<file path="src/verilog/arena_pkg.sv">
package arena_pkg;

	// bike heading, bit 0 flips for the opposite way
	typedef enum logic [1:0] {
		DIR_UP    = 2'b00,
		DIR_DOWN  = 2'b01,
		DIR_LEFT  = 2'b10,
		DIR_RIGHT = 2'b11
	} dir_t;

	typedef logic [3:0] color_t;
	typedef logic [9:0] coord_t;
	typedef logic [18:0] pix_addr_t;

	localparam color_t COLOR_EMPTY      = 4'd0;
	localparam color_t COLOR_BLUE_TRAIL = 4'd1;
	localparam color_t COLOR_RED_TRAIL  = 4'd2;
	localparam color_t COLOR_BLUE_HEAD  = 4'd3;
	localparam color_t COLOR_RED_HEAD   = 4'd4;

	typedef struct packed {
		coord_t x;
		coord_t y;
	} pos_t;

	// two pixels per word, low nibble of each byte
	typedef union packed {
		logic [15:0] raw;
		struct packed {
			logic [3:0] pad_hi;
			color_t     odd;
			logic [3:0] pad_lo;
			color_t     even;
		} pixels;
	} frame_word_u;

	// whole set means zero the word at the sweep index
	typedef struct packed {
		logic      en;
		logic      whole;
		pix_addr_t addr;
		color_t    color;
	} ram_wr_t;

	typedef enum logic [2:0] {
		IDLE,
		CLEAR,
		PLAY,
		PROBE,
		DECIDE,
		WRITE_BLUE,
		WRITE_RED,
		OVER
	} game_state_t;

	typedef enum logic [1:0] {
		NONE,
		BLUE,
		RED,
		DRAW
	} winner_t;

	typedef struct packed {
		game_state_t state;
		winner_t     winner;
		pos_t        blue_head;
		pos_t        red_head;
	} game_status_t;

	// row major pixel index
	function automatic pix_addr_t pix_index(pos_t p, int unsigned width);
		return pix_addr_t'(p.y * width + p.x);
	endfunction

	// odd x sits in bits 11 to 8
	function automatic color_t pick_pixel(frame_word_u w, logic odd);
		return odd ? w.pixels.odd : w.pixels.even;
	endfunction

endpackage
</file>
<file path="src/verilog/pixel_render.sv">
`timescale 1ns/1ps

module pixel_render #(
	parameter int ARENA_W = 640
) (
	input  logic                   Clk,
	input  logic                   rst_n,
	input  arena_pkg::coord_t      draw_x,
	input  arena_pkg::coord_t      draw_y,
	input  arena_pkg::frame_word_u scan_word,
	input  arena_pkg::pos_t        blue_head,
	input  arena_pkg::pos_t        red_head,
	input  arena_pkg::game_state_t show_heads,
	output arena_pkg::pix_addr_t   scan_addr,
	output arena_pkg::color_t      color_enum
);
	import arena_pkg::*;

	pos_t draw_pos;
	pos_t scan_pos;
	logic heads_on;

	assign draw_pos = '{x: draw_x, y: draw_y};

	// ram registers this address
	// word lands one cycle later
	assign scan_addr = pix_index(draw_pos, ARENA_W);

	// heads only once the bikes are placed
	assign heads_on = !(show_heads inside {IDLE, CLEAR});

	// position delayed to match the read
	// x parity rides along in scan_pos
	always_ff @(posedge Clk)
	begin
		scan_pos <= draw_pos;
	end

	// head overlay wins over the buffer
	// blue checked first
	always_ff @(posedge Clk or negedge rst_n)
	begin
		if (!rst_n)
			color_enum <= COLOR_EMPTY;
		else if (heads_on && scan_pos == blue_head)
			color_enum <= COLOR_BLUE_HEAD;
		else if (heads_on && scan_pos == red_head)
			color_enum <= COLOR_RED_HEAD;
		else
			color_enum <= pick_pixel(scan_word, scan_pos.x[0]);
	end

endmodule

</file>
<file path="config.mk">
export PLATFORM = sky130hd
export DESIGN_NAME = pixel_render
export DESIGN_NICKNAME = d
export VERILOG_FILES = /design/src/verilog/arena_pkg.sv /design/src/verilog/pixel_render.sv
export SDC_FILE = /design/constraint.sdc
export NUM_CORES = 1
export LEC_CHECK = 0
export BUFFER_PORTS_ARGS = -buffer_cell sky130_fd_sc_hd__buf_2
export CAP_MARGIN = 20
export CORE_UTILIZATION = 26
export CTS_CLUSTER_SIZE = 16
export DETAILED_ROUTE_END_ITERATION = 10
export SETUP_SLACK_MARGIN = 0.3
export SYNTH_ARGS = -nofsm -noshare
export SYNTH_HDL_FRONTEND = slang
export SYNTH_SLANG_ARGS = --single-unit
</file>
<file path="constraint.sdc">
create_clock -name Clk -period 10.65 [get_ports Clk]
set_input_delay 2.6625 -clock Clk [delete_from_list [all_inputs] [get_ports Clk]]
set_output_delay 2.6625 -clock Clk [all_outputs]
set_load 0.01 [all_outputs]
</file>
## After elaboration in Yosys (flattened, before gate mapping)

Cells that the tools add are included.

- Add/subtract/negate cells: 1
- Multiply operators: 1
- Eq/ne operators: 3
- Multiplexer cells: 3
- Reductions and logical operators: 5

Operator list:

| operator | number |
|---|---|
| $eq 20x20->1 | 2 |
| $add 19x10->19 | 1 |
| $mul 10x3->12 const B | 1 |
| $mux 4 | 3 |
| $eq 3x1->1 const B | 1 |
| $logic_not 3->1 | 1 |
| $logic_and 1x1->1 | 2 |
| $reduce_bool 2->1 | 1 |
| $logic_not 1->1 | 1 |

- Bits in registers: 24
- Output and inout port bits: 23

## Logic depth before layout (Yosys ltp)

- Word-level depth: 6
- Mapped depth: 9
- Depth with buffers taken out: 9

## Least setup slack after synthesis

OpenSTA, ideal clock, no wires.

- Kind: input -> output
- Start: input port draw_y[1]
- End: output port scan_addr[17]
- Arrival: 4.790 ns
- Data required time: 7.988 ns
- Slack: 3.197 ns
- Stages on the path: 9
- Path buffers: 0
- Cell sequence: ha_1 > ha_1 > fa_1 > a211o_1 > o211a_1 > o31a_1 > a21o_1 > nor3_2 > xnor2_1

- Word-level cells in the longest chain between the ends: 2

RTL lines:

| element | line | text |
|---|---|---|
| start: declaration | pixel_render.sv:9 | `input arena_pkg::coord_t draw_y,` |
| $mul 10x3->12 | arena_pkg.sv:72 | `return pix_addr_t'(p.y * width + p.x);` |
| $add 19x10->19 | arena_pkg.sv:72 |  |
| end: declaration | pixel_render.sv:14 | `output arena_pkg::pix_addr_t scan_addr,` |

No other way between the ends.

## Worst setup path in the final report

Ends and elaborated chain as after synthesis.

==> impl_summary.log <==
INFO  metric run_status = complete, but fails checks
INFO  metric failing_checks = DRC
INFO  metric syn_nets = 278
INFO  metric die_x = 84.93 um
INFO  metric cts_hold_repair.buffers = 0
INFO  metric hold_path_depth = 2
INFO  metric io-pin-count = 104
INFO  metric vias = 1526
INFO  metric timing.critical_path.cells = buf_2 -> ha_1 -> ha_1 -> fa_1 -> a211o_1 -> o211a_1 -> o31a_1 -> a21o_1 -> nor3_2 -> xnor2_1 -> buf_2
INFO  metric fin_area = 0.002352 mm^2
INFO  metric area_growth_syn_to_layout = 31.56%
INFO  metric cpPeakStageDelay = 410 ps
INFO  metric groute.usage.overall = 11.85%
INFO  metric synthesis.yosys.warnings = 0
INFO  metric finalCritPeriodShare = 73.06%
INFO  metric drive_above_1_share = between 40% and 50%
INFO  metric cts-htree-levels = 1
INFO  metric worst_setup_path_start_kind = input port
INFO  metric skew = 4.773 ps
INFO  metric grt_pass1_wl = 6.789 mm
INFO  metric totalWireLength = 4.337 mm
INFO  metric timing.fmax = 0.1285 GHz
INFO  metric core = 0.006495 mm^2
INFO  metric r2r_start = scan_pos[7]
INFO  metric nNetsFinal = about 370
INFO  metric maxCapViolCount = 0
INFO  metric grt_start_max_net_pins = 14
INFO  metric power.static_leakage = ~1.1 nW
INFO  metric setup_viol_count_final = 0
INFO  metric drc = 12
INFO  metric post_synth_instance_area = 0.001788 mm^2
INFO  metric drt_iter0_drc = 74
INFO  metric power_density = 112.5 mW/mm^2
INFO  metric max-vdd-ir-drop = 0.04901 mV
INFO  metric layout_min_cycle_time = 7781 ps
INFO  metric port-buffer-count = 94
INFO  metric grt_pass1_vias = 1553
INFO  metric postPlaceCellArea = 0.002297 mm^2
INFO  metric clock_latency_on_the_worst_skew_pair = 260 ps
INFO  metric floorplan.die_area = 0.007212 mm^2
INFO  metric antenna_cells_inserted = 0
INFO  metric place.detailed.hpwl = just under 4 mm
INFO  metric topRoutingLayerUsed = met4
INFO  metric placedCellCount = 339
INFO  metric cell_with_the_biggest_individual_delay_on_the_critical_path = sky130_fd_sc_hd__fa_1
INFO  metric ys_seq_area_share = about 28%
INFO  metric synth.avg_cell_area = 10.16 um^2
INFO  metric holdPathEnd = color_enum[3]
INFO  metric worst_pin_slew = 425.2 ps
INFO  metric fin_cells = between 300 and 400
INFO  metric number_of_buffers_created_by_cts = 3
INFO  metric detail_route.wirelength.met1 = between 1.5 and 2 mm
INFO  metric most_frequent_cells_in_the_layout = sky130_fd_sc_hd__buf_2 (94), sky130_fd_sc_hd__xnor2_1 (28), sky130_fd_sc_hd__xor2_1 (26)
INFO  metric first_drt_pass_iteration_count = 7
INFO  metric synth.ff_latch_count = 24
INFO  metric total_power = around 0.26 mW
INFO  metric timing_worst_setup_path_type = in2out
INFO  metric tritoncts = built
INFO  metric regToRegSetupSlack = 8960 ps
INFO  metric vias_per_cell = about 4.4
INFO  metric die-height = 84.93 um
INFO  metric worst_ep_arrival_time = 5120 ps
INFO  metric ctsLongestPathBuffers = 2
INFO  metric routed-wl-met3 = ~420 um
INFO  metric clock_tree.root_cell = sky130_fd_sc_hd__clkbuf_8
INFO  metric globalRoute.totalOverflow = 0
INFO  metric detail_route.wl_per_cell = 12.64 um
INFO  metric cts-resized-gates = 0
INFO  metric n_fill_cell = 683
INFO  metric finalHoldViolations = 0
INFO  metric post-cts-setup-buffers = 0
INFO  metric critical_path.reg2reg.endpoint = color_enum[2]
INFO  metric initial_utilization = 27.53%
INFO  metric final_common_cell = sky130_fd_sc_hd__buf_2
INFO  metric finalMaxSlewViolations = 0
INFO  metric cp_max_fo = 4
INFO  metric drtAntennaViolNets = 0
INFO  metric worstSetupEndpointType = output pin
INFO  metric antenna_found_initial = 0
INFO  metric hold-worst-slack = 696.7 ps
INFO  metric worst_hold_path_type = reg2reg
INFO  metric synthesis.instances = 176
INFO  metric tns = 0 ps
INFO  metric clock-sinks = 24
INFO  metric placement_rows = 29
INFO  metric met2_length = 2.125 mm
INFO  metric worst_slew_margin_rel = between 70 and 80%
INFO  metric worstPathRequired = 7990 ps
INFO  metric clk_pin_slew = 80 ps
INFO  metric r2r.worst_path.cells = 6
INFO  metric synth_cell_type_count = 40
INFO  metric finalWeightedCongestion = 0.7699
INFO  metric worst_hold_startpoint = scan_pos[10]
INFO  metric grt_setup_unrepaired = no
area by class of cell:
| type | instances | area (um^2) | area share (%) |
|---|---|---|---|
| Timing Repair Buffer | 94 | 470.5 | 20.00 |
| Multi-Input combinational cell | 138 | 1207 | 51.33 |
| Sequential cell | 24 | 500.5 | 21.28 |
| Inverter | 6 | 22.52 | 0.9574 |
| Tap cell | 77 | 96.34 | 4.096 |
| Clock buffer | 4 | 55.05 | 2.340 |
registers in the layout (all words and copies together), names as in the netlist:
signal and flops:
scan_pos 20, color_enum 4
worst max path at each step:
stage               startpoint       endpoint  slack (ps)
finish               draw_y[1]  scan_addr[17]        2870
global route         draw_y[1]  scan_addr[18]        2730
CTS                  draw_y[1]  scan_addr[17]        2850
detailed placement   draw_y[1]  scan_addr[17]        2860
global placement     draw_y[1]  scan_addr[17]        2880
floorplan            draw_y[1]  scan_addr[17]        3200
report_power, final:
group / internal [mW] / switching [mW]
Sequential: 0.0951 / 0.00403
Combinational: 0.0518 / 0.0532
Clock: 0.0329 / 0.0276
Total: 0.180 / 0.0848
worst max-delay path, delay by kind of cell:
family | cells | cell delay (ps)
fa+ha+maj | 3 | 940
compound gates | 4 | 910
buf+inv | 2 | 290
simple gates | 1 | 180
xor+xnor | 1 | 140
layer usage:
metal,vias to the layer above,GRT usage [%]
met1,673,13.39
met3,4,2.918
met2,61,22.17
met5,-,0
met4,0,3.082
li1,788,-
metrics by stage:
stage	setup WS, ps	util, %
5_1_grt	2731	36.22
4_1_cts	2850	36.22
3_3_place_gp	2877	35.37
2_1_floorplan	3197	-
6_report	2869	36.22
3_5_place_dp	2859	35.37
cell usage after synthesis:
cell | count | share of area [%]
sky130_fd_sc_hd__inv_1 | 6 | 1.3
sky130_fd_sc_hd__buf_4 | 7 | 2.9
sky130_fd_sc_hd__nor4_1 | 4 | 1.4
sky130_fd_sc_hd__o31a_1 | 1 | 0.49
sky130_fd_sc_hd__o21a_1 | 1 | 0.42
sky130_fd_sc_hd__nor3_2 | 2 | 1.1
sky130_fd_sc_hd__o2111ai_2 | 2 | 1.7
sky130_fd_sc_hd__a21oi_1 | 2 | 0.56
sky130_fd_sc_hd__dfrtp_1 | 4 | 5.6
sky130_fd_sc_hd__nor3b_1 | 1 | 0.42
sky130_fd_sc_hd__nor4b_4 | 1 | 1.3
sky130_fd_sc_hd__nor4_2 | 1 | 0.70
sky130_fd_sc_hd__xor2_1 | 26 | 13
sky130_fd_sc_hd__mux2i_1 | 3 | 1.7
sky130_fd_sc_hd__nor3_1 | 3 | 0.84
sky130_fd_sc_hd__nand2_1 | 2 | 0.42
sky130_fd_sc_hd__fa_1 | 2 | 2.2
sky130_fd_sc_hd__xor2_2 | 1 | 0.91
sky130_fd_sc_hd__a21o_1 | 2 | 0.84
sky130_fd_sc_hd__a211oi_1 | 1 | 0.42
sky130_fd_sc_hd__nand4_1 | 6 | 2.1
sky130_fd_sc_hd__o211ai_1 | 1 | 0.42
sky130_fd_sc_hd__xnor2_1 | 28 | 14
sky130_fd_sc_hd__and3_1 | 1 | 0.35
sky130_fd_sc_hd__o21ai_1 | 2 | 0.56
sky130_fd_sc_hd__o21ba_2 | 1 | 0.56
sky130_fd_sc_hd__dfxtp_1 | 20 | 22
sky130_fd_sc_hd__a211oi_2 | 1 | 0.70
sky130_fd_sc_hd__a211o_1 | 2 | 0.98
sky130_fd_sc_hd__or2_2 | 1 | 0.35
sky130_fd_sc_hd__nand3_2 | 1 | 0.56
sky130_fd_sc_hd__or3_1 | 1 | 0.35
sky130_fd_sc_hd__o21ai_0 | 3 | 0.84
sky130_fd_sc_hd__ha_1 | 19 | 13
sky130_fd_sc_hd__nor2b_1 | 2 | 0.70
sky130_fd_sc_hd__buf_2 | 1 | 0.28
sky130_fd_sc_hd__o22ai_1 | 2 | 0.70
sky130_fd_sc_hd__nor2_1 | 7 | 1.5
sky130_fd_sc_hd__nand3_1 | 4 | 1.1
sky130_fd_sc_hd__o211a_1 | 1 | 0.56
logic make-up (layout without fill, tap and decap cells):
kind of cell / after synthesis / after routing / synth area share, %
buffers and inverters: 14 / 104 / 4.478
muxes: 3 / 3 / 1.680
xor gates and xnor gates: 55 / 55 / 27.36
and+or+nand+nor: 37 / 37 / 13.23
adders and majority gates: 21 / 21 / 15.54
DFF: 24 / 24 / 27.99
AOI/OAI and AO/OA: 22 / 22 / 9.727
No activity file was read; power rests on OpenSTA's default activity.
