`src/verilog/arena_timer.sv`:
```
`timescale 1ns/1ps

module arena_timer #(
	parameter int SPEED_DIV = 4,
	parameter int WORDS     = 153600
) (
	input  logic                     Clk,
	input  logic                     rst_n,
	input  logic                     frame_clk,
	input  logic                     clear_run,
	input  logic                     play_run,
	output logic [$clog2(WORDS)-1:0] clear_addr,
	output logic                     clear_done,
	output logic                     move_tick
);
	localparam int DIV_W = (SPEED_DIV > 1) ? $clog2(SPEED_DIV) : 1;
	localparam int CAW   = $clog2(WORDS);

	logic [DIV_W-1:0] frame_cnt;
	logic             last_frame;

	// tick on the last frame of each group
	assign last_frame = frame_cnt == DIV_W'(SPEED_DIV - 1);
	assign move_tick  = play_run && frame_clk && last_frame;

	// last word of the sweep
	assign clear_done = clear_run && (clear_addr == CAW'(WORDS - 1));

	// frame divider, held at zero outside play
	always_ff @(posedge Clk or negedge rst_n)
	begin
		if (!rst_n)
			frame_cnt <= '0;
		else if (!play_run)
			frame_cnt <= '0;
		else if (frame_clk)
		begin
			if (last_frame)
				frame_cnt <= '0;
			else
				frame_cnt <= frame_cnt + 1'b1;
		end
	end

	// sweep index
	// sits at zero so the first clear cycle hits word 0
	always_ff @(posedge Clk or negedge rst_n)
	begin
		if (!rst_n)
			clear_addr <= '0;
		else if (!clear_run || clear_done)
			clear_addr <= '0;
		else
			clear_addr <= clear_addr + 1'b1;
	end

endmodule

```
`config.mk`:
```
export PLATFORM = sky130hd
export DESIGN_NAME = arena_timer
export DESIGN_NICKNAME = d
export VERILOG_FILES = /design/src/verilog/arena_timer.sv
export SDC_FILE = /design/constraint.sdc
export NUM_CORES = 1
export LEC_CHECK = 0
export ABC_AREA = 1
export BUFFER_PORTS_ARGS = -buffer_cell sky130_fd_sc_hd__buf_2
export CAP_MARGIN = 25
export CORE_UTILIZATION = 40
export DETAILED_ROUTE_END_ITERATION = 8
export HOLD_SLACK_MARGIN = 0.08
export MAX_ROUTING_LAYER = met4
export REMOVE_ABC_BUFFERS = 1
export SKIP_CTS_REPAIR_TIMING = 1
export SLEW_MARGIN = 5
export SYNTH_ARGS = -nofsm -noshare
export SYNTH_HDL_FRONTEND = slang
export SYNTH_SLANG_ARGS = --single-unit
export TNS_END_PERCENT = 20
```
`constraint.sdc`:
```
create_clock -name Clk -period 1.5 [get_ports Clk]
set_clock_uncertainty 0.05 [all_clocks]
set_input_delay 0.225 -clock Clk [delete_from_list [all_inputs] [get_ports Clk]]
set_output_delay 0.225 -clock Clk [all_outputs]
set_load 0.05 [all_outputs]
```
### Word-level counts from Yosys, hierarchy flattened

Cells that the tools add are included.

| storage, ports and cells | value |
|---|---|
| logic and storage cells | 16 |
| bits in registers | 20 |
| output and inout port bits | 20 |

| operators by class | value |
|---|---|
| reduce and logical (&&, ||, !) cells | 5 |
| equality and inequality tests | 3 |
| $add $sub $neg | 2 |
| multiplexer cells | 4 |

Operator list:

| cell | count |
|---|---|
| 18-bit by 1-bit adder with 18-bit output, second input constant | 1 |
| 18-bit == test, second input constant | 1 |
| 18-bit 2-to-1 mux | 1 |
| 2-bit 2-to-1 mux | 3 |
| 1-bit logical AND | 3 |
| 2-bit by 1-bit adder with 2-bit output, second input constant | 1 |
| 2-bit == test, second input constant | 1 |
| 2-bit != test, second input constant | 1 |
| 1-bit logical NOT | 1 |
| 1-bit logical OR | 1 |

### Depth between registers and ports, before layout

Gate-level depths: netlist of run 1.

| logic depth | value |
|---|---|
| depth after elaboration | 4 |
| mapped depth | 9 |

### Least setup slack after synthesis of run 1

OpenSTA, ideal clock, no wires.

| timing | value |
|---|---|
| kind | register to output |
| from | register clear_addr[0] |
| to | output clear_done |
| buffers on the path | 0 |
| required time | 1.225 ns |
| data arrival time | 2.473 ns |
| stages on the path, launching flop included | 6 |
| setup slack | -1.248 ns |
| cell sequence | dfrtp_1 ha_1 nand2_2 nor2_4 nand3_4 nor3b_1 |

| between the ends | value |
|---|---|
| longest elaborated chain between the ends | 2 |

Ends and longest elaborated chain:

| what | line | source |
|---|---|---|
| start, declared | 12 | `output logic [$clog2(WORDS)-1:0] clear_addr,` |
| start signal, assigned | 54 | `clear_addr <= clear_addr + 1'b1;` |
| 18-bit == test | 27 | `assign clear_done = clear_run && (clear_addr == CAW'(WORDS - 1));` |
| 1-bit logical AND | 27 |  |
| end, declared | 13 | `output logic clear_done,` |

No other way between the ends.

### Worst setup path in the final report of run 1

| timing | value |
|---|---|
| from | register clear_addr[1] |
| to | output clear_done |

The elaborated chain is that of the path after synthesis.

==> results.yml, run 1 <==
timing:
  finalSetupViolCount: 19
  fin_setup_tns_ns: -4.38
  hold_violations: 0
  period_share: 1.20
  worst_pin_slew_ns: 0.463
  fin_crit_ns: 1.80
  rsz0062_at_grt: "yes"
  fin_ws_ns: -0.301
  relSlewSlack: 0.692
  slew_violations: 0
  max_clock_freq_mhz: 555
detailed_routing:
  postRouteAntennaNets: 0
  initialDrtViolationCount: 27
  vias_per_cell: 5.03
  routed_wl_um: 2850
  drc_errors: 0
  via_count: 1161
  dr.pass1.iters: 4
  wire_per_inst_um: 12.4
power:
  leakage_nw: 0.794
  vdd_drop_max_mv: 0.493
  power_density_nw_per_um2: 706
clock_network:
  cts_buffers: 3
  cts_root_buffer: "clkbuf_4"
  clk_latency_ns: 0.31
  clockBufferDepth: 2
  cts_sinks: 20
  cts_tree: "yes"
  path_clk_slew_ns: 0.12
  htree_levels: 1
finish:
  layout_commonest_cell: "nand2_1"
  final_cell_mix: "nand2_1, nor2_1, buf_4"
  layout.nets: 209
  fillCellCount: 238
  antenna_cells: 0
  post-route-util: 0.630
  area_growth_pct: 43.6
  layout-drive-gt1-share: 0.323
logic_synthesis:
  synth-edff-count: 0
  ys_ff_latch: 20
  synthesis.instances: 146
  syn_area_um2: 1130
  synth-simple-area-share: 0.358
  yosys_warnings: 0
  synth_xor_xnor_area_share: 0.0700
  synth_mux_area_frac: 0
  synth_flop_cell: "dfrtp_1"
  synthArstFlopShare: 1.00
  synth_fa_ha_area_frac: 0.0222
  synth.distinct_cells: 19
  synth_compound_gate_area_share: 0.0456
  ys_seq_area_frac: 0.444
  synth_top_family_by_area: "simple AND/OR/NAND/NOR gates"
  avgSynthCellArea_um2: 7.71
placement:
  place.gp.congestion: 0.818
  dp_hpwl_um: 2000
  portBuffers: 24
worst_setup_path:
  crit-reg2reg-capture: "clear_addr[6]"
  startpoint_type: "flip-flop"
  r2r_start: "clear_addr[1]"
  worstPathCellList: "ha_2 > nand2_2 > nor2_4 > nand3_4 > nor3b_2 > buf_6"
  crit_type: "flip-flop to output pin"
  cp_max_fo: 2
  r2r_slack_ns: -0.25
  worstPathRequired_ns: 1.22
  reg2reg_depth: 9
  end_kind: "output pin"
  slowest_delay_ns: 0.38
  crit_slowest_cell: "dfrtp_1"
  arrival_ns: 1.53
global_route:
  grt_first_pass_wirelength_um: 4350
  grt-ovfl-total: 0
  antenna_found_initial: 0
  grt_max_degree: 21
  grt_pass1_vias: 1038
  grtUsageTotal: 0.209
min_path:
  min_path_type: "primary input to flip-flop"
  hp-start: "frame_clk"
  holdPathStages: 3
  hold-path-endpoint: "frame_cnt[1]"
floorplanning:
  boundaryPins: 25
  initial_core_util: 0.439
  die_x_um: 55.1
  die_area_um2: 3030
  rows: 18
  die_y_um: 55.1
  design.core.area_um2: 2570
outcome:
  status: "complete, but fails checks"
  failed_checks: "setup timing"
flow_run:
  maxCapViolCount: 0
cell type report:
class | instances | area (µm²) | area share
repair buffers | 52 | 397 | 0.245
well taps | 30 | 37.5 | 0.0232
clock buffers | 3 | 22.5 | 0.0139
clock inverters | 1 | 30.0 | 0.0186
inverters | 15 | 56.3 | 0.0348
multi-input cells | 110 | 573 | 0.354
flip-flops and latches | 20 | 500 | 0.310
per-stage QoR:
stage | hold slack [ns] | setup WS, ns | instances | power (W) | area, µm²
4_1_cts | -0.189 | -0.400 | 225 | 0.00112 | 1500
6_report | 0.119 | -0.301 | 231 | 0.00114 | 1620
3_3_place_gp | 0.151 | -0.0185 | 221 | 0.000668 | 1450
2_1_floorplan | -0.121 | -1.25 | 145 | 0.000619 | 1110
5_1_grt | 0.128 | -0.395 | 231 | 0.00118 | 1620
3_5_place_dp | 0.157 | -0.0346 | 221 | 0.000672 | 1450
power breakdown:
part	total (W)	leakage (nW)	switching [W]	internal [W]
logic	0.000130	0.491	0.0000749	0.0000555
clock network	0.000455	0.0279	0.000185	0.000270
registers	0.000556	0.276	0.00000676	0.000550
synthesized netlist by cell type, types with 2 or more instances:
| library cell | instances | area share |
|---|---|---|
| xnor2_1 | 3 | 0.023 |
| nand2_1 | 38 | 0.13 |
| o21ai_0 | 3 | 0.013 |
| nand4_1 | 3 | 0.017 |
| o21bai_1 | 2 | 0.013 |
| nor2_1 | 34 | 0.11 |
| nand3_1 | 11 | 0.049 |
| nor2_4 | 2 | 0.020 |
| xor2_1 | 6 | 0.047 |
| ha_1 | 2 | 0.022 |
| inv_1 | 15 | 0.050 |
| dfrtp_1 | 20 | 0.44 |
worst max-delay path, delay by kind of cell, from the launching register on:
family        cells  cell delay [ns]
fa+ha+maj         1             0.19
buf+inv           1             0.18
simple gates      4             0.46
flops             1             0.38
per-layer routing:
| layer | vias to the layer above | GRT usage | share of wire | wire, µm |
|---|---|---|---|---|
| met2 | 42 | 0.355 | 0.49 | 1410 |
| li1 | 567 | - | - | - |
| met4 | 0 | 0.100 | 0.019 | 55 |
| met1 | 546 | 0.244 | 0.44 | 1250 |
| met3 | 6 | 0.0246 | 0.050 | 142 |
| met5 | - | - | 0 | 0 |
sequential cells by signal, indices dropped and copies added, names as in the netlist:
register,cells
clear_addr,18
frame_cnt,2
worst max-delay path by stage:
stage	from	endpoint	slack, ns	cells past startpoint
floorplan	clear_addr[0]	clear_done	-1.25	5
global placement	clear_addr[0]	clear_done	-0.02	6
detailed placement	clear_addr[1]	clear_done	-0.03	6
CTS	clear_addr[1]	clear_done	-0.40	6
global route	clear_addr[1]	clear_done	-0.40	6
finish	clear_addr[1]	clear_done	-0.30	6
cell families (layout without fill, tap and decap cells):
logic type / after synthesis / in the layout
and+or+nand+nor: 92 / 92
xor gates and xnor gates: 9 / 9
DFF: 20 / 20
adders and majority gates: 2 / 2
buffers and inverters: 16 / 71
AOI/OAI and AO/OA: 7 / 7
Power figures use the tool's default switching activity.
==> run 2: changes to the inputs <==
--- a/config.mk
+++ b/config.mk
@@ -8,10 +8,11 @@
 export ABC_AREA = 1
 export BUFFER_PORTS_ARGS = -buffer_cell sky130_fd_sc_hd__buf_2
 export CAP_MARGIN = 25
-export CORE_UTILIZATION = 40
+export CORE_UTILIZATION = 47
 export DETAILED_ROUTE_END_ITERATION = 8
 export HOLD_SLACK_MARGIN = 0.08
 export MAX_ROUTING_LAYER = met4
+export PLACE_DENSITY = 0.73
 export REMOVE_ABC_BUFFERS = 1
 export SKIP_CTS_REPAIR_TIMING = 1
 export SLEW_MARGIN = 5
==> run 2 against run 1 <==
Compared with the run above:
- the run still ends with setup timing left
- sequential share of layout area up 1.7 points
- largest power group unchanged
- critical path depth unchanged
- largest cell class unchanged
- sequential power about the same
- combinational power down 13%
- worst setup slack better by 0.0046 ns
==> results.yml, run 2 (same netlist as run 1, synthesis figures left out) <==
timing:
  fin_crit_ns: 1.80
  relSlewSlack: 0.714
  slew_violations: 0
  rsz0062_at_grt: "yes"
  period_share: 1.20
  worst_pin_slew_ns: 0.429
  finalSetupViolCount: 18
  fin_ws_ns: -0.296
  hold_slack_ns: 0.143
  max_clock_freq_mhz: 557
  hold_violations: 0
finish:
  largest_register_ffs: 18
  design_area_um2: 1530
  layout.nets: 207
  post-route-util: 0.687
  antenna_cells: 0
  final_cell_mix: "nand2_1, nor2_1, buf_4"
  largest-register: "clear_addr"
  ff_latch_area_um2: 500
  multiInputGateArea_um2: 568
  largestRegisters: "clear_addr x18, frame_cnt x2"
  layout-drive-gt1-share: 0.307
  layout_commonest_cell: "nand2_1"
  area_growth_pct: 36.2
  fillCellCount: 225
detailed_routing:
  wl_met2_um: 1290
  drc_errors: 0
  postRouteAntennaNets: 0
  via_count: 1084
  dr.pass1.iters: 4
  drt-met1-wl_um: 1120
  top_layer_used: "met4"
  initialDrtViolationCount: 23
  routed_wl_um: 2580
  wl_met3_um: 119
  wire_per_inst_um: 11.4
  vias_per_cell: 4.78
outcome:
  failed_checks: "setup timing"
  status: "complete, but fails checks"
global_route:
  grt_first_pass_wirelength_um: 4240
  grtUsageTotal: 0.229
  grt_pass1_vias: 1018
  grt-ovfl-total: 0
  grt_max_degree: 21
  antenna_found_initial: 0
power:
  power_frac_comb: 0.114
  vdd_drop_max_mv: 0.463
  p_int_w: 0.000741
  swShare: 0.250
  leakage_nw: 0.760
  power_density_nw_per_um2: 644
  power_frac_clock: 0.322
  p_sw_w: 0.000246
  sequentialPowerShare: 0.563
worst_setup_path:
  startpoint_type: "flip-flop"
  arrival_ns: 1.52
  crit_slowest_cell: "dfrtp_1"
  cp_max_fo: 2
  worstPathRequired_ns: 1.22
  slowest_delay_ns: 0.37
  crit_type: "flip-flop to output pin"
  worstPathCellList: "ha_2 > nand2_2 > nor2_4 > nand3_4 > nor3b_2 > buf_6"
  crit_family: "simple AND/OR/NAND/NOR gates"
  crit_buf_inv: 1
  end_kind: "output pin"
clock_network:
  cts_buffers: 3
  htree_levels: 1
  clockBufferDepth: 2
  cts_tree: "yes"
  clk_latency_ns: 0.30
  cts_sinks: 20
  cts_root_buffer: "clkbuf_4"
  path_clk_slew_ns: 0.12
placement:
  portBuffers: 24
  place.gp.congestion: 0.858
  placed_cell_area_um2: 1440
  dp_hpwl_um: 1990
floorplanning:
  die_area_um2: 2600
  design.core.area_um2: 2230
  boundaryPins: 25
  die_x_um: 51.0
  die_y_um: 51.0
  rows: 17
  initial_core_util: 0.504
min_path:
  min_path_type: "primary input to flip-flop"
flow_run:
  maxCapViolCount: 0
run 2: cell types whose count changed in the layout (fill, tap and decap cells not counted), sizes merged:
cell    delta
bufinv     -1
clkbuf     -1
run 2: worst reg2reg max path: cells and delay by family, from the launching register on:
| family | cells | cell delay (ns) |
|---|---|---|
| flip-flops | 1 | 0.37 |
| adder cells (fa/ha/maj) | 1 | 0.19 |
| AO/OA/AOI/OAI | 1 | 0.18 |
| buffers and inverters | 2 | 0.32 |
| AND/OR/NAND/NOR | 4 | 0.34 |
run 2: cell type report:
type | instances | share of cell area
Clock buffer | 4 | 0.0237
Inverter | 15 | 0.0367
Multi-Input combinational cell | 110 | 0.370
Timing Repair Buffer | 50 | 0.220
Sequential cell | 20 | 0.326
Tap cell | 28 | 0.0228
run 2: path summary, 6_finish.rpt:
check	startpoint	end	slack [ns]	cells past startpoint
worst min register to register	frame_cnt[0]	frame_cnt[0]	0.46	1
min in group asynchronous	rst_n	clear_addr[4]	0.32	2
worst max register to register	clear_addr[1]	clear_addr[17]	-0.03	8
worst min-delay path	play_run	frame_cnt[1]	0.14	3
worst max-delay path	clear_addr[1]	clear_done	-0.30	6
max in group asynchronous	rst_n	clear_addr[16]	0.78	2
run 2: power groups by stage:
stage | Combinational [W] | Clock [W] | Sequential, W
6_report | 0.000113 | 0.000318 | 0.000556
5_1_grt | 0.000125 | 0.000342 | 0.000557
3_3_place_gp | 0.0000984 | 0 | 0.000566
2_1_floorplan | 0.0000263 | 0 | 0.000593
3_5_place_dp | 0.000101 | 0 | 0.000567
4_1_cts | 0.000102 | 0.000329 | 0.000556
run 2: metal layers:
metal  GRT usage  up-vias
li1            -      564
met1       0.265      485
met2       0.397       28
met3      0.0357        7
met4      0.0833        0
met5           -        -
run 2: per-stage QoR:
step / setup WS, ns / cells / power, W / TNS [ns]
floorplan: -1.25 / 145 / 0.000619 / -7.76
global placement: -0.0146 / 219 / 0.000665 / -0.0146
detailed placement: -0.0432 / 219 / 0.000668 / -0.0432
CTS: -0.401 / 223 / 0.000987 / -0.621
global route: -0.364 / 227 / 0.00102 / -2.01
finish: -0.296 / 227 / 0.000987 / -0.640
