===== src/verilog/arena_pkg.sv =====
package arena_pkg;

	// bike heading, bit 0 flips for the opposite way
	typedef enum logic [1:0] {
		DIR_UP    = 2'b00,
		DIR_DOWN  = 2'b01,
		DIR_LEFT  = 2'b10,
		DIR_RIGHT = 2'b11
	} dir_t;

	typedef logic [3:0] color_t;
	typedef logic [9:0] coord_t;
	typedef logic [18:0] pix_addr_t;

	localparam color_t COLOR_EMPTY      = 4'd0;
	localparam color_t COLOR_BLUE_TRAIL = 4'd1;
	localparam color_t COLOR_RED_TRAIL  = 4'd2;
	localparam color_t COLOR_BLUE_HEAD  = 4'd3;
	localparam color_t COLOR_RED_HEAD   = 4'd4;

	typedef struct packed {
		coord_t x;
		coord_t y;
	} pos_t;

	// two pixels per word, low nibble of each byte
	typedef union packed {
		logic [15:0] raw;
		struct packed {
			logic [3:0] pad_hi;
			color_t     odd;
			logic [3:0] pad_lo;
			color_t     even;
		} pixels;
	} frame_word_u;

	// whole set means zero the word at the sweep index
	typedef struct packed {
		logic      en;
		logic      whole;
		pix_addr_t addr;
		color_t    color;
	} ram_wr_t;

	typedef enum logic [2:0] {
		IDLE,
		CLEAR,
		PLAY,
		PROBE,
		DECIDE,
		WRITE_BLUE,
		WRITE_RED,
		OVER
	} game_state_t;

	typedef enum logic [1:0] {
		NONE,
		BLUE,
		RED,
		DRAW
	} winner_t;

	typedef struct packed {
		game_state_t state;
		winner_t     winner;
		pos_t        blue_head;
		pos_t        red_head;
	} game_status_t;

	// row major pixel index
	function automatic pix_addr_t pix_index(pos_t p, int unsigned width);
		return pix_addr_t'(p.y * width + p.x);
	endfunction

	// odd x sits in bits 11 to 8
	function automatic color_t pick_pixel(frame_word_u w, logic odd);
		return odd ? w.pixels.odd : w.pixels.even;
	endfunction

endpackage

===== src/verilog/game_fsm.sv =====
`timescale 1ns/1ps

module game_fsm #(
	parameter int ARENA_W = 640,
	parameter int ARENA_H = 480
) (
	input  logic                   Clk,
	input  logic                   rst_n,
	input  logic                   start,
	input  arena_pkg::dir_t        blue_dir,
	input  arena_pkg::dir_t        red_dir,
	input  logic                   move_tick,
	input  logic                   clear_done,
	input  arena_pkg::frame_word_u probe_word,
	output logic                   clear_run,
	output logic                   play_run,
	output arena_pkg::ram_wr_t     wr,
	output arena_pkg::pix_addr_t   probe_addr,
	output arena_pkg::game_status_t status
);
	import arena_pkg::*;

	game_state_t state;
	winner_t     winner;
	pos_t        blue_head, red_head, blue_next, red_next;
	dir_t        blue_hdg, red_hdg;
	logic        probe_red, blue_hit, red_hit, blue_off, red_off;
	logic        same_cell, blue_crash, red_crash;
	pix_addr_t   red_addr_q;

	function automatic pos_t step(pos_t p, dir_t d);
		pos_t n;
		n = p;
		case (d)
			DIR_UP:    n.y = p.y - 1'b1;
			DIR_DOWN:  n.y = p.y + 1'b1;
			DIR_LEFT:  n.x = p.x - 1'b1;
			default:   n.x = p.x + 1'b1;
		endcase
		return n;
	endfunction

	// next step would leave the arena
	function automatic logic at_wall(pos_t p, dir_t d);
		logic hit;
		case (d)
			DIR_UP:    hit = p.y == '0;
			DIR_DOWN:  hit = p.y == coord_t'(ARENA_H - 1);
			DIR_LEFT:  hit = p.x == '0;
			default:   hit = p.x == coord_t'(ARENA_W - 1);
		endcase
		return hit;
	endfunction

	// reversal keeps the old heading
	function automatic dir_t steer(dir_t cur, dir_t req);
		return (req == dir_t'({cur[1], ~cur[0]})) ? cur : req;
	endfunction

	assign blue_next  = step(blue_head, blue_hdg);
	assign red_next   = step(red_head, red_hdg);
	assign blue_off   = at_wall(blue_head, blue_hdg);
	assign red_off    = at_wall(red_head, red_hdg);
	// red data is on the port during DECIDE
	assign red_hit    = pick_pixel(probe_word, red_next.x[0]) != COLOR_EMPTY;
	assign same_cell  = blue_next == red_next;
	assign blue_crash = blue_off || blue_hit || same_cell;
	assign red_crash  = red_off || red_hit || same_cell;

	// blue first, then the red address from the cycle before
	assign probe_addr = probe_red ? red_addr_q : pix_index(blue_next, ARENA_W);

	assign clear_run = state == CLEAR;
	assign play_run  = state inside {PLAY, PROBE, DECIDE, WRITE_BLUE, WRITE_RED};
	assign status    = '{state: state, winner: winner, blue_head: blue_head, red_head: red_head};

	always_comb
	begin
		wr = '0;
		case (state)
			CLEAR:
			begin
				wr.en    = 1'b1;
				wr.whole = 1'b1;
			end
			WRITE_BLUE:
			begin
				wr.en    = 1'b1;
				wr.addr  = pix_index(blue_head, ARENA_W);
				wr.color = COLOR_BLUE_TRAIL;
			end
			WRITE_RED:
			begin
				wr.en    = 1'b1;
				wr.addr  = pix_index(red_head, ARENA_W);
				wr.color = COLOR_RED_TRAIL;
			end
			default:
				wr.en = 1'b0;
		endcase
	end

	// probe results
	always_ff @(posedge Clk)
	begin
		if (state == PROBE && !probe_red)
			red_addr_q <= pix_index(red_next, ARENA_W);
		if (state == PROBE && probe_red)
			blue_hit <= pick_pixel(probe_word, blue_next.x[0]) != COLOR_EMPTY;
	end

	always_ff @(posedge Clk or negedge rst_n)
	begin
		if (!rst_n)
		begin
			state     <= IDLE;
			winner    <= NONE;
			probe_red <= 1'b0;
			blue_head <= '0;
			red_head  <= '0;
			blue_hdg  <= DIR_RIGHT;
			red_hdg   <= DIR_LEFT;
		end
		else
		begin
			case (state)
				IDLE, OVER:
					if (start)
					begin
						state  <= CLEAR;
						winner <= NONE;
					end
				CLEAR:
					// place bikes, start cells go through the write states
					if (clear_done)
					begin
						blue_head <= '{x: coord_t'(ARENA_W / 4), y: coord_t'(ARENA_H / 2)};
						red_head  <= '{x: coord_t'(3 * ARENA_W / 4), y: coord_t'(ARENA_H / 2)};
						blue_hdg  <= DIR_RIGHT;
						red_hdg   <= DIR_LEFT;
						state     <= WRITE_BLUE;
					end
				PLAY:
					if (move_tick)
					begin
						blue_hdg  <= steer(blue_hdg, blue_dir);
						red_hdg   <= steer(red_hdg, red_dir);
						probe_red <= 1'b0;
						state     <= PROBE;
					end
				PROBE:
					// two cycles on one port
					if (!probe_red)
						probe_red <= 1'b1;
					else
					begin
						probe_red <= 1'b0;
						state     <= DECIDE;
					end
				DECIDE:
					if (blue_crash && red_crash)
					begin
						winner <= DRAW;
						state  <= OVER;
					end
					else if (blue_crash || red_crash)
					begin
						winner <= blue_crash ? RED : BLUE;
						state  <= OVER;
					end
					else
					begin
						blue_head <= blue_next;
						red_head  <= red_next;
						state     <= WRITE_BLUE;
					end
				WRITE_BLUE:
					state <= WRITE_RED;
				default:
					state <= PLAY;
			endcase
		end
	end

endmodule


===== config.mk =====
export PLATFORM = sky130hd
export DESIGN_NAME = game_fsm
export DESIGN_NICKNAME = d
export VERILOG_FILES = /design/src/verilog/arena_pkg.sv /design/src/verilog/game_fsm.sv
export SDC_FILE = /design/constraint.sdc
export NUM_CORES = 1
export LEC_CHECK = 0
export BUFFER_PORTS_ARGS = -buffer_cell sky130_fd_sc_hd__buf_4
export CAP_MARGIN = 20
export CORE_ASPECT_RATIO = 0.5
export CORE_MARGIN = 2
export CORE_UTILIZATION = 49
export CTS_BUF_LIST = sky130_fd_sc_hd__clkbuf_8 sky130_fd_sc_hd__clkbuf_16
export CTS_CLUSTER_SIZE = 12
export DETAILED_ROUTE_END_ITERATION = 10
export PLACE_DENSITY = 0.73
export SYNTH_ARGS = -nofsm -noshare
export SYNTH_HDL_FRONTEND = slang
export SYNTH_SLANG_ARGS = --single-unit

===== constraint.sdc =====
create_clock -name Clk -period 11.4 [get_ports Clk]
set_input_delay 0.57 -clock Clk [delete_from_list [all_inputs] [get_ports Clk]]
set_output_delay 0.57 -clock Clk [all_outputs]
set_load 0.05 [all_outputs]

* Word-level counts from Yosys, hierarchy flattened
Cells that the tools add are included.
** Word-level totals
- Register bits :: 70
- Input port bits :: 25
- Output and inout bits :: 91
- Word-level logic and storage cells :: 132
** Operators by class
- $add $sub $neg :: 12
- Multiply operators :: 4
- Equality and inequality tests :: 27
- Muxes and demuxes :: 43
- Bitwise operators :: 2
- Reductions and logical operators :: 33
** Operators with widths (number)
- 2-to-1 mux 20 bit :: 6
- case mux 10 bit (2 select lines) :: 4
- case mux 20 bit (2 select lines) :: 2
- adder 19 x 10 -> 19 bit :: 4
- multiplier 10 x 3 -> 12 bit, second input constant :: 4
- case mux 23 bit (2 select lines) :: 1
- adder 10 x 1 -> 10 bit, second input constant :: 4
- logical NOT 10 bit :: 4
- subtractor 10 x 1 -> 10 bit, second input constant :: 4
- 2-to-1 mux 2 bit :: 12
- equality test 10 bit, second input constant :: 2
- equality test 10 x 9 -> 1 bit, second input constant :: 2
- equality test 20 bit :: 1
- 2-to-1 mux 19 bit :: 1
- case mux 3 bit (6 select lines) :: 1
- != test 2 bit, second input constant :: 8
- AND reduction 4 bit :: 4
- equality test 3 bit, second input constant :: 4
- 2-to-1 mux 3 bit :: 4
- case mux 2 bit (2 select lines) :: 3
- 2-to-1 mux 4 bit :: 2
- nonzero test 2 bit :: 4
- nonzero test 4 bit :: 2
- equality test 3 x 2 -> 1 bit, second input constant :: 2
- 19 further kinds :: 36

* Depth between registers and ports, before layout
- Depth in word-level cells :: 11
- Gate-level depth with buffers :: 23
- Gate-level depth less buffers :: 20

* Worst setup path after synthesis
Ideal clock, no wire load.
- Kind :: register to output
- Start point :: register blue_hdg[1]
- End point :: output port probe_addr[18]
- Arrival time :: 5.302 ns
- Slack :: 5.528 ns
- Cell stages (with the launch flop) :: 22
- Path through :: dfstp_2 -> buf_2 -> inv_1 -> buf_2 -> nand2_1 -> ha_1 -> a21o_1 -> and4_1 -> nor3_1 -> inv_1 -> ha_1 -> inv_1 -> fa_1 -> nor2b_1 -> o21ai_0 -> a21boi_0 -> o21a_1 -> nor2_1 -> xnor2_1 -> nand4_1 -> xnor2_1 -> o21ai_0
** Between the ends
- Longest elaborated chain between the ends :: 5
- Elaborated cells on any way between the ends :: 9
- Classes of those cells :: add/sub: 1; mul: 1; eq/ne: 2; mux: 3; reduce/logical: 2
** Ends and longest elaborated chain
- from (decl) :: RTL line game_fsm.sv:26 : dir_t blue_hdg, red_hdg;
- from (signal assigned) :: RTL line game_fsm.sv:146 : blue_hdg <= steer(blue_hdg, blue_dir);
- equality test 2 x 1 -> 1 bit or logical NOT 2 bit (tied branches) :: RTL line game_fsm.sv:34 : case (d)
- case mux 10 bit (2 select lines) or OR reduction 2 bit (tied branches)
- multiplier 10 x 3 -> 12 bit or case mux 10 bit (2 select lines) (tied branches) :: RTL line arena_pkg.sv:72, game_fsm.sv:34
- adder 19 x 10 -> 19 bit (*) :: RTL line arena_pkg.sv:72 : return pix_addr_t'(p.y * width + p.x);
- 2-to-1 mux 19 bit (*) :: RTL line game_fsm.sv:71 : assign probe_addr = probe_red ? red_addr_q : pix_index(blue_next, ARENA_W);
- to (decl) :: RTL line game_fsm.sv:18 : output arena_pkg::pix_addr_t probe_addr,
Mark *: on every way between the ends. The rest lies on a longest branch, timed or not.

* Final worst setup path
Ends and elaborated chain as after synthesis.

==> flow_summary.toml <==
[status]
status = "complete, no violations"

[timing]
relSlewSlack_pct = 31.5
maxSlewViolCount = 0
min_period_ns = 7.08
max_freq_ghz = 0.141
whs_ns = 0.263
final_hold_viol_count = 0
finClkSkew_ns = 0.0120
fin_crit_sh_pct = 62.1
setup_violations = 0
worst_pin_slew_ns = 1.02
rsz0062_at_grt = "false"
setup_tns_ns = 0

[detailed_routing]
first_pass_iters = 5
wl_per_cell_um = 19.9
wl_um = 26100
vias = 8110
drt_first_iter_violations = 795
ant_nets = 0
vias_per_cell = 6.19
drc = 0

[clock_tree]
post_cts_buffers = 0
path_clk_slew_ns = 0.07
root_buffer = "clkbuf_16"
cts-hold-fix-buffers = 0
numCtsBuffers = 9
post_cts_resized = 0
clk_latency_ns = 0.35
cts_buffer_depth = 2
cts_num_sinks = 70
cts_tree = "built"
h-tree-depth = 3

[final_layout]
fin_util_pct = 59.0
drive_gt1_share_pct = 16.0
multi_input_area_um2 = 6240
fillers = 1505
diodes = 0
final-seq-area_um2 = 1860
area_growth_pct = 15.7
fin_nets = 1219

[flow_run]
cap_violations = 0

[grt]
track_usage_pct = 28.4
grt_pass1_wl_um = 41300
grt_pass1_vias = 7686
grt_overflow = 0
antenna_found_initial = 0
grt_max_degree = 51

[synthesis]
seq_area_frac_synth_pct = 21.9
netlist_area_um2 = 8480
async_flop_share_pct = 71.4
synth_flop_cell = "dfrtp_1"
ys_warn_count = 0
synth_seq_cells = 70
netlist_instances = 989
synth-edff-count = 20
ys_types = 81
synth.avg_cell_area_um2 = 8.58

[die]
ioPinCount = 116
num_rows = 33
fp.coreArea_um2 = 16600
dieArea_um2 = 18400
die_h_um = 97.0
initial_utilization_pct = 51.0
die_w_um = 190

[critical_path]
endpoint_kind = "output pin"
cp.arrival_ns = 6.51
required_ns = 10.83
path_class = "flop to output pin"
ff2ff_path_depth = 13
cp-start-kind = "flop"
reg2reg_slack_ns = 5.44
path_max_fanout = 45
reg2reg_from = "red_hdg[1]"
r2r-end = "status[17]"

[hold_path]
hold_path.class = "input port to asynchronous set/reset pin"

[placement]
dpl.hpwl_um = 19600
io_buffers = 105
gp_congestion = 0.891
[final cells by class]
class / count / share of cell area (%)
Clock buffer: 9 / 2.30
Clock inverter: 7 / 0.969
Inverter: 57 / 2.18
Multi-Input combinational cell: 823 / 63.6
Sequential cell: 70 / 18.9
Tap cell: 227 / 2.90
Timing Repair Buffer: 117 / 9.16
[state kept, by name (all words and copies together), names as in the netlist]
| register | count |
|---|---|
| status | 40 |
| red_addr_q | 19 |
| state | 3 |
| blue_hdg | 2 |
| red_hdg | 2 |
| winner | 2 |
| blue_hit | 1 |
| probe_red | 1 |
[cell usage after synthesis, drive strengths merged, types with 8 or more instances]
cell	count	area (um2)
ha	104	1300
nand2	78	300
xnor2	67	587
o21ai	58	290
inv	57	214
a21oi	56	292
nor2	52	195
dfrtp	47	1180
xor2	36	315
a22o	32	280
a21o	25	188
nand3	23	115
nor3	23	115
clkbuf	22	82.6
edfxtp	20	601
nand2b	19	119
a211oi	18	135
buf	18	116
nand4	18	113
mux2	17	191
nor2b	17	106
a31oi	13	81.3
nor3b	13	97.6
fa	12	240
nor4	12	75.1
o22ai	11	68.8
mux2i	10	100
o21bai	9	67.6
nand3b	8	60.1
[metal layers]
| metal | track usage, % | wire [um] |
|---|---|---|
| met4 | 5.19 | 288 |
| met5 | 0 | 0 |
| met1 | 40.1 | 11900 |
| met2 | 44.9 | 11600 |
| met3 | 6.24 | 2250 |
[critical path, cell delays in order (launching register included)]
cell	delay, ns
dfstp_2	1.07
inv_1	0.49
nand2_1	0.47
ha_1	0.40
a21o_1	0.21
a21oi_1	0.34
a21oi_1	0.13
o22ai_1	0.20
mux2i_1	0.50
xor2_1	0.54
ha_1	0.34
ha_1	0.34
nand2_1	0.06
o21ai_0	0.18
xor2_1	0.25
nand4_1	0.13
xnor2_1	0.14
o21ai_0	0.15
buf_4	0.22
[cell usage in the layout, fill, tap and decap left out, drive strengths merged, types with 12 or more instances in the layout]
cell type,netlist,final
a21o,25,25
nand2b,19,19
xnor2,67,67
nor3b,13,13
nor4,12,12
a211oi,18,18
ha,104,104
nand2,78,78
a21oi,56,56
buf,18,117
nor3,23,23
a22o,32,32
dfrtp,47,47
xor2,36,36
a31oi,13,13
nand4,18,18
edfxtp,20,20
nand3,23,23
mux2,17,17
inv,57,60
o21ai,58,58
nor2,52,52
fa,12,12
nor2b,17,17
[kinds of logic (layout without fill, tap and decap cells)]
group                    after synthesis  in the layout  synth area share [%]
multiplexers                          27             27                  3.44
buffers and inverters                 97            190                  4.87
AND/OR/NAND/NOR                      306            306                  19.2
AO/OA/AOI/OAI                        268            268                  21.5
XOR/XNOR                             104            104                  10.9
flip-flops                            70             70                  21.9
adder cells (fa/ha/maj)              116            116                  18.2
other                                  1              2                0.0442
[through the flow]
| stage | setup slack (ns) | cells | cell area, um2 |
|---|---|---|---|
| finish | 4.32 | 1310 | 9810 |
| global route | 3.80 | 1310 | 9810 |
| CTS | 4.44 | 1309 | 9780 |
| detailed placement | 4.81 | 1293 | 9460 |
| global placement | 4.92 | 1293 | 9460 |
| floorplan | 5.53 | 990 | 8490 |
[worst max-delay path by stage]
stage / start / end / depth (start not counted)
floorplan: blue_hdg[1] / probe_addr[18] / 21
global placement: blue_hdg[1] / probe_addr[18] / 18
detailed placement: blue_hdg[1] / probe_addr[18] / 18
CTS: blue_hdg[1] / probe_addr[18] / 18
global route: blue_hdg[1] / probe_addr[17] / 21
finish: blue_hdg[1] / probe_addr[18] / 18
Power is left out: the tool's default activity adds up to more than one toggle a clock period on the data nets, which glitch-free logic cannot reach.
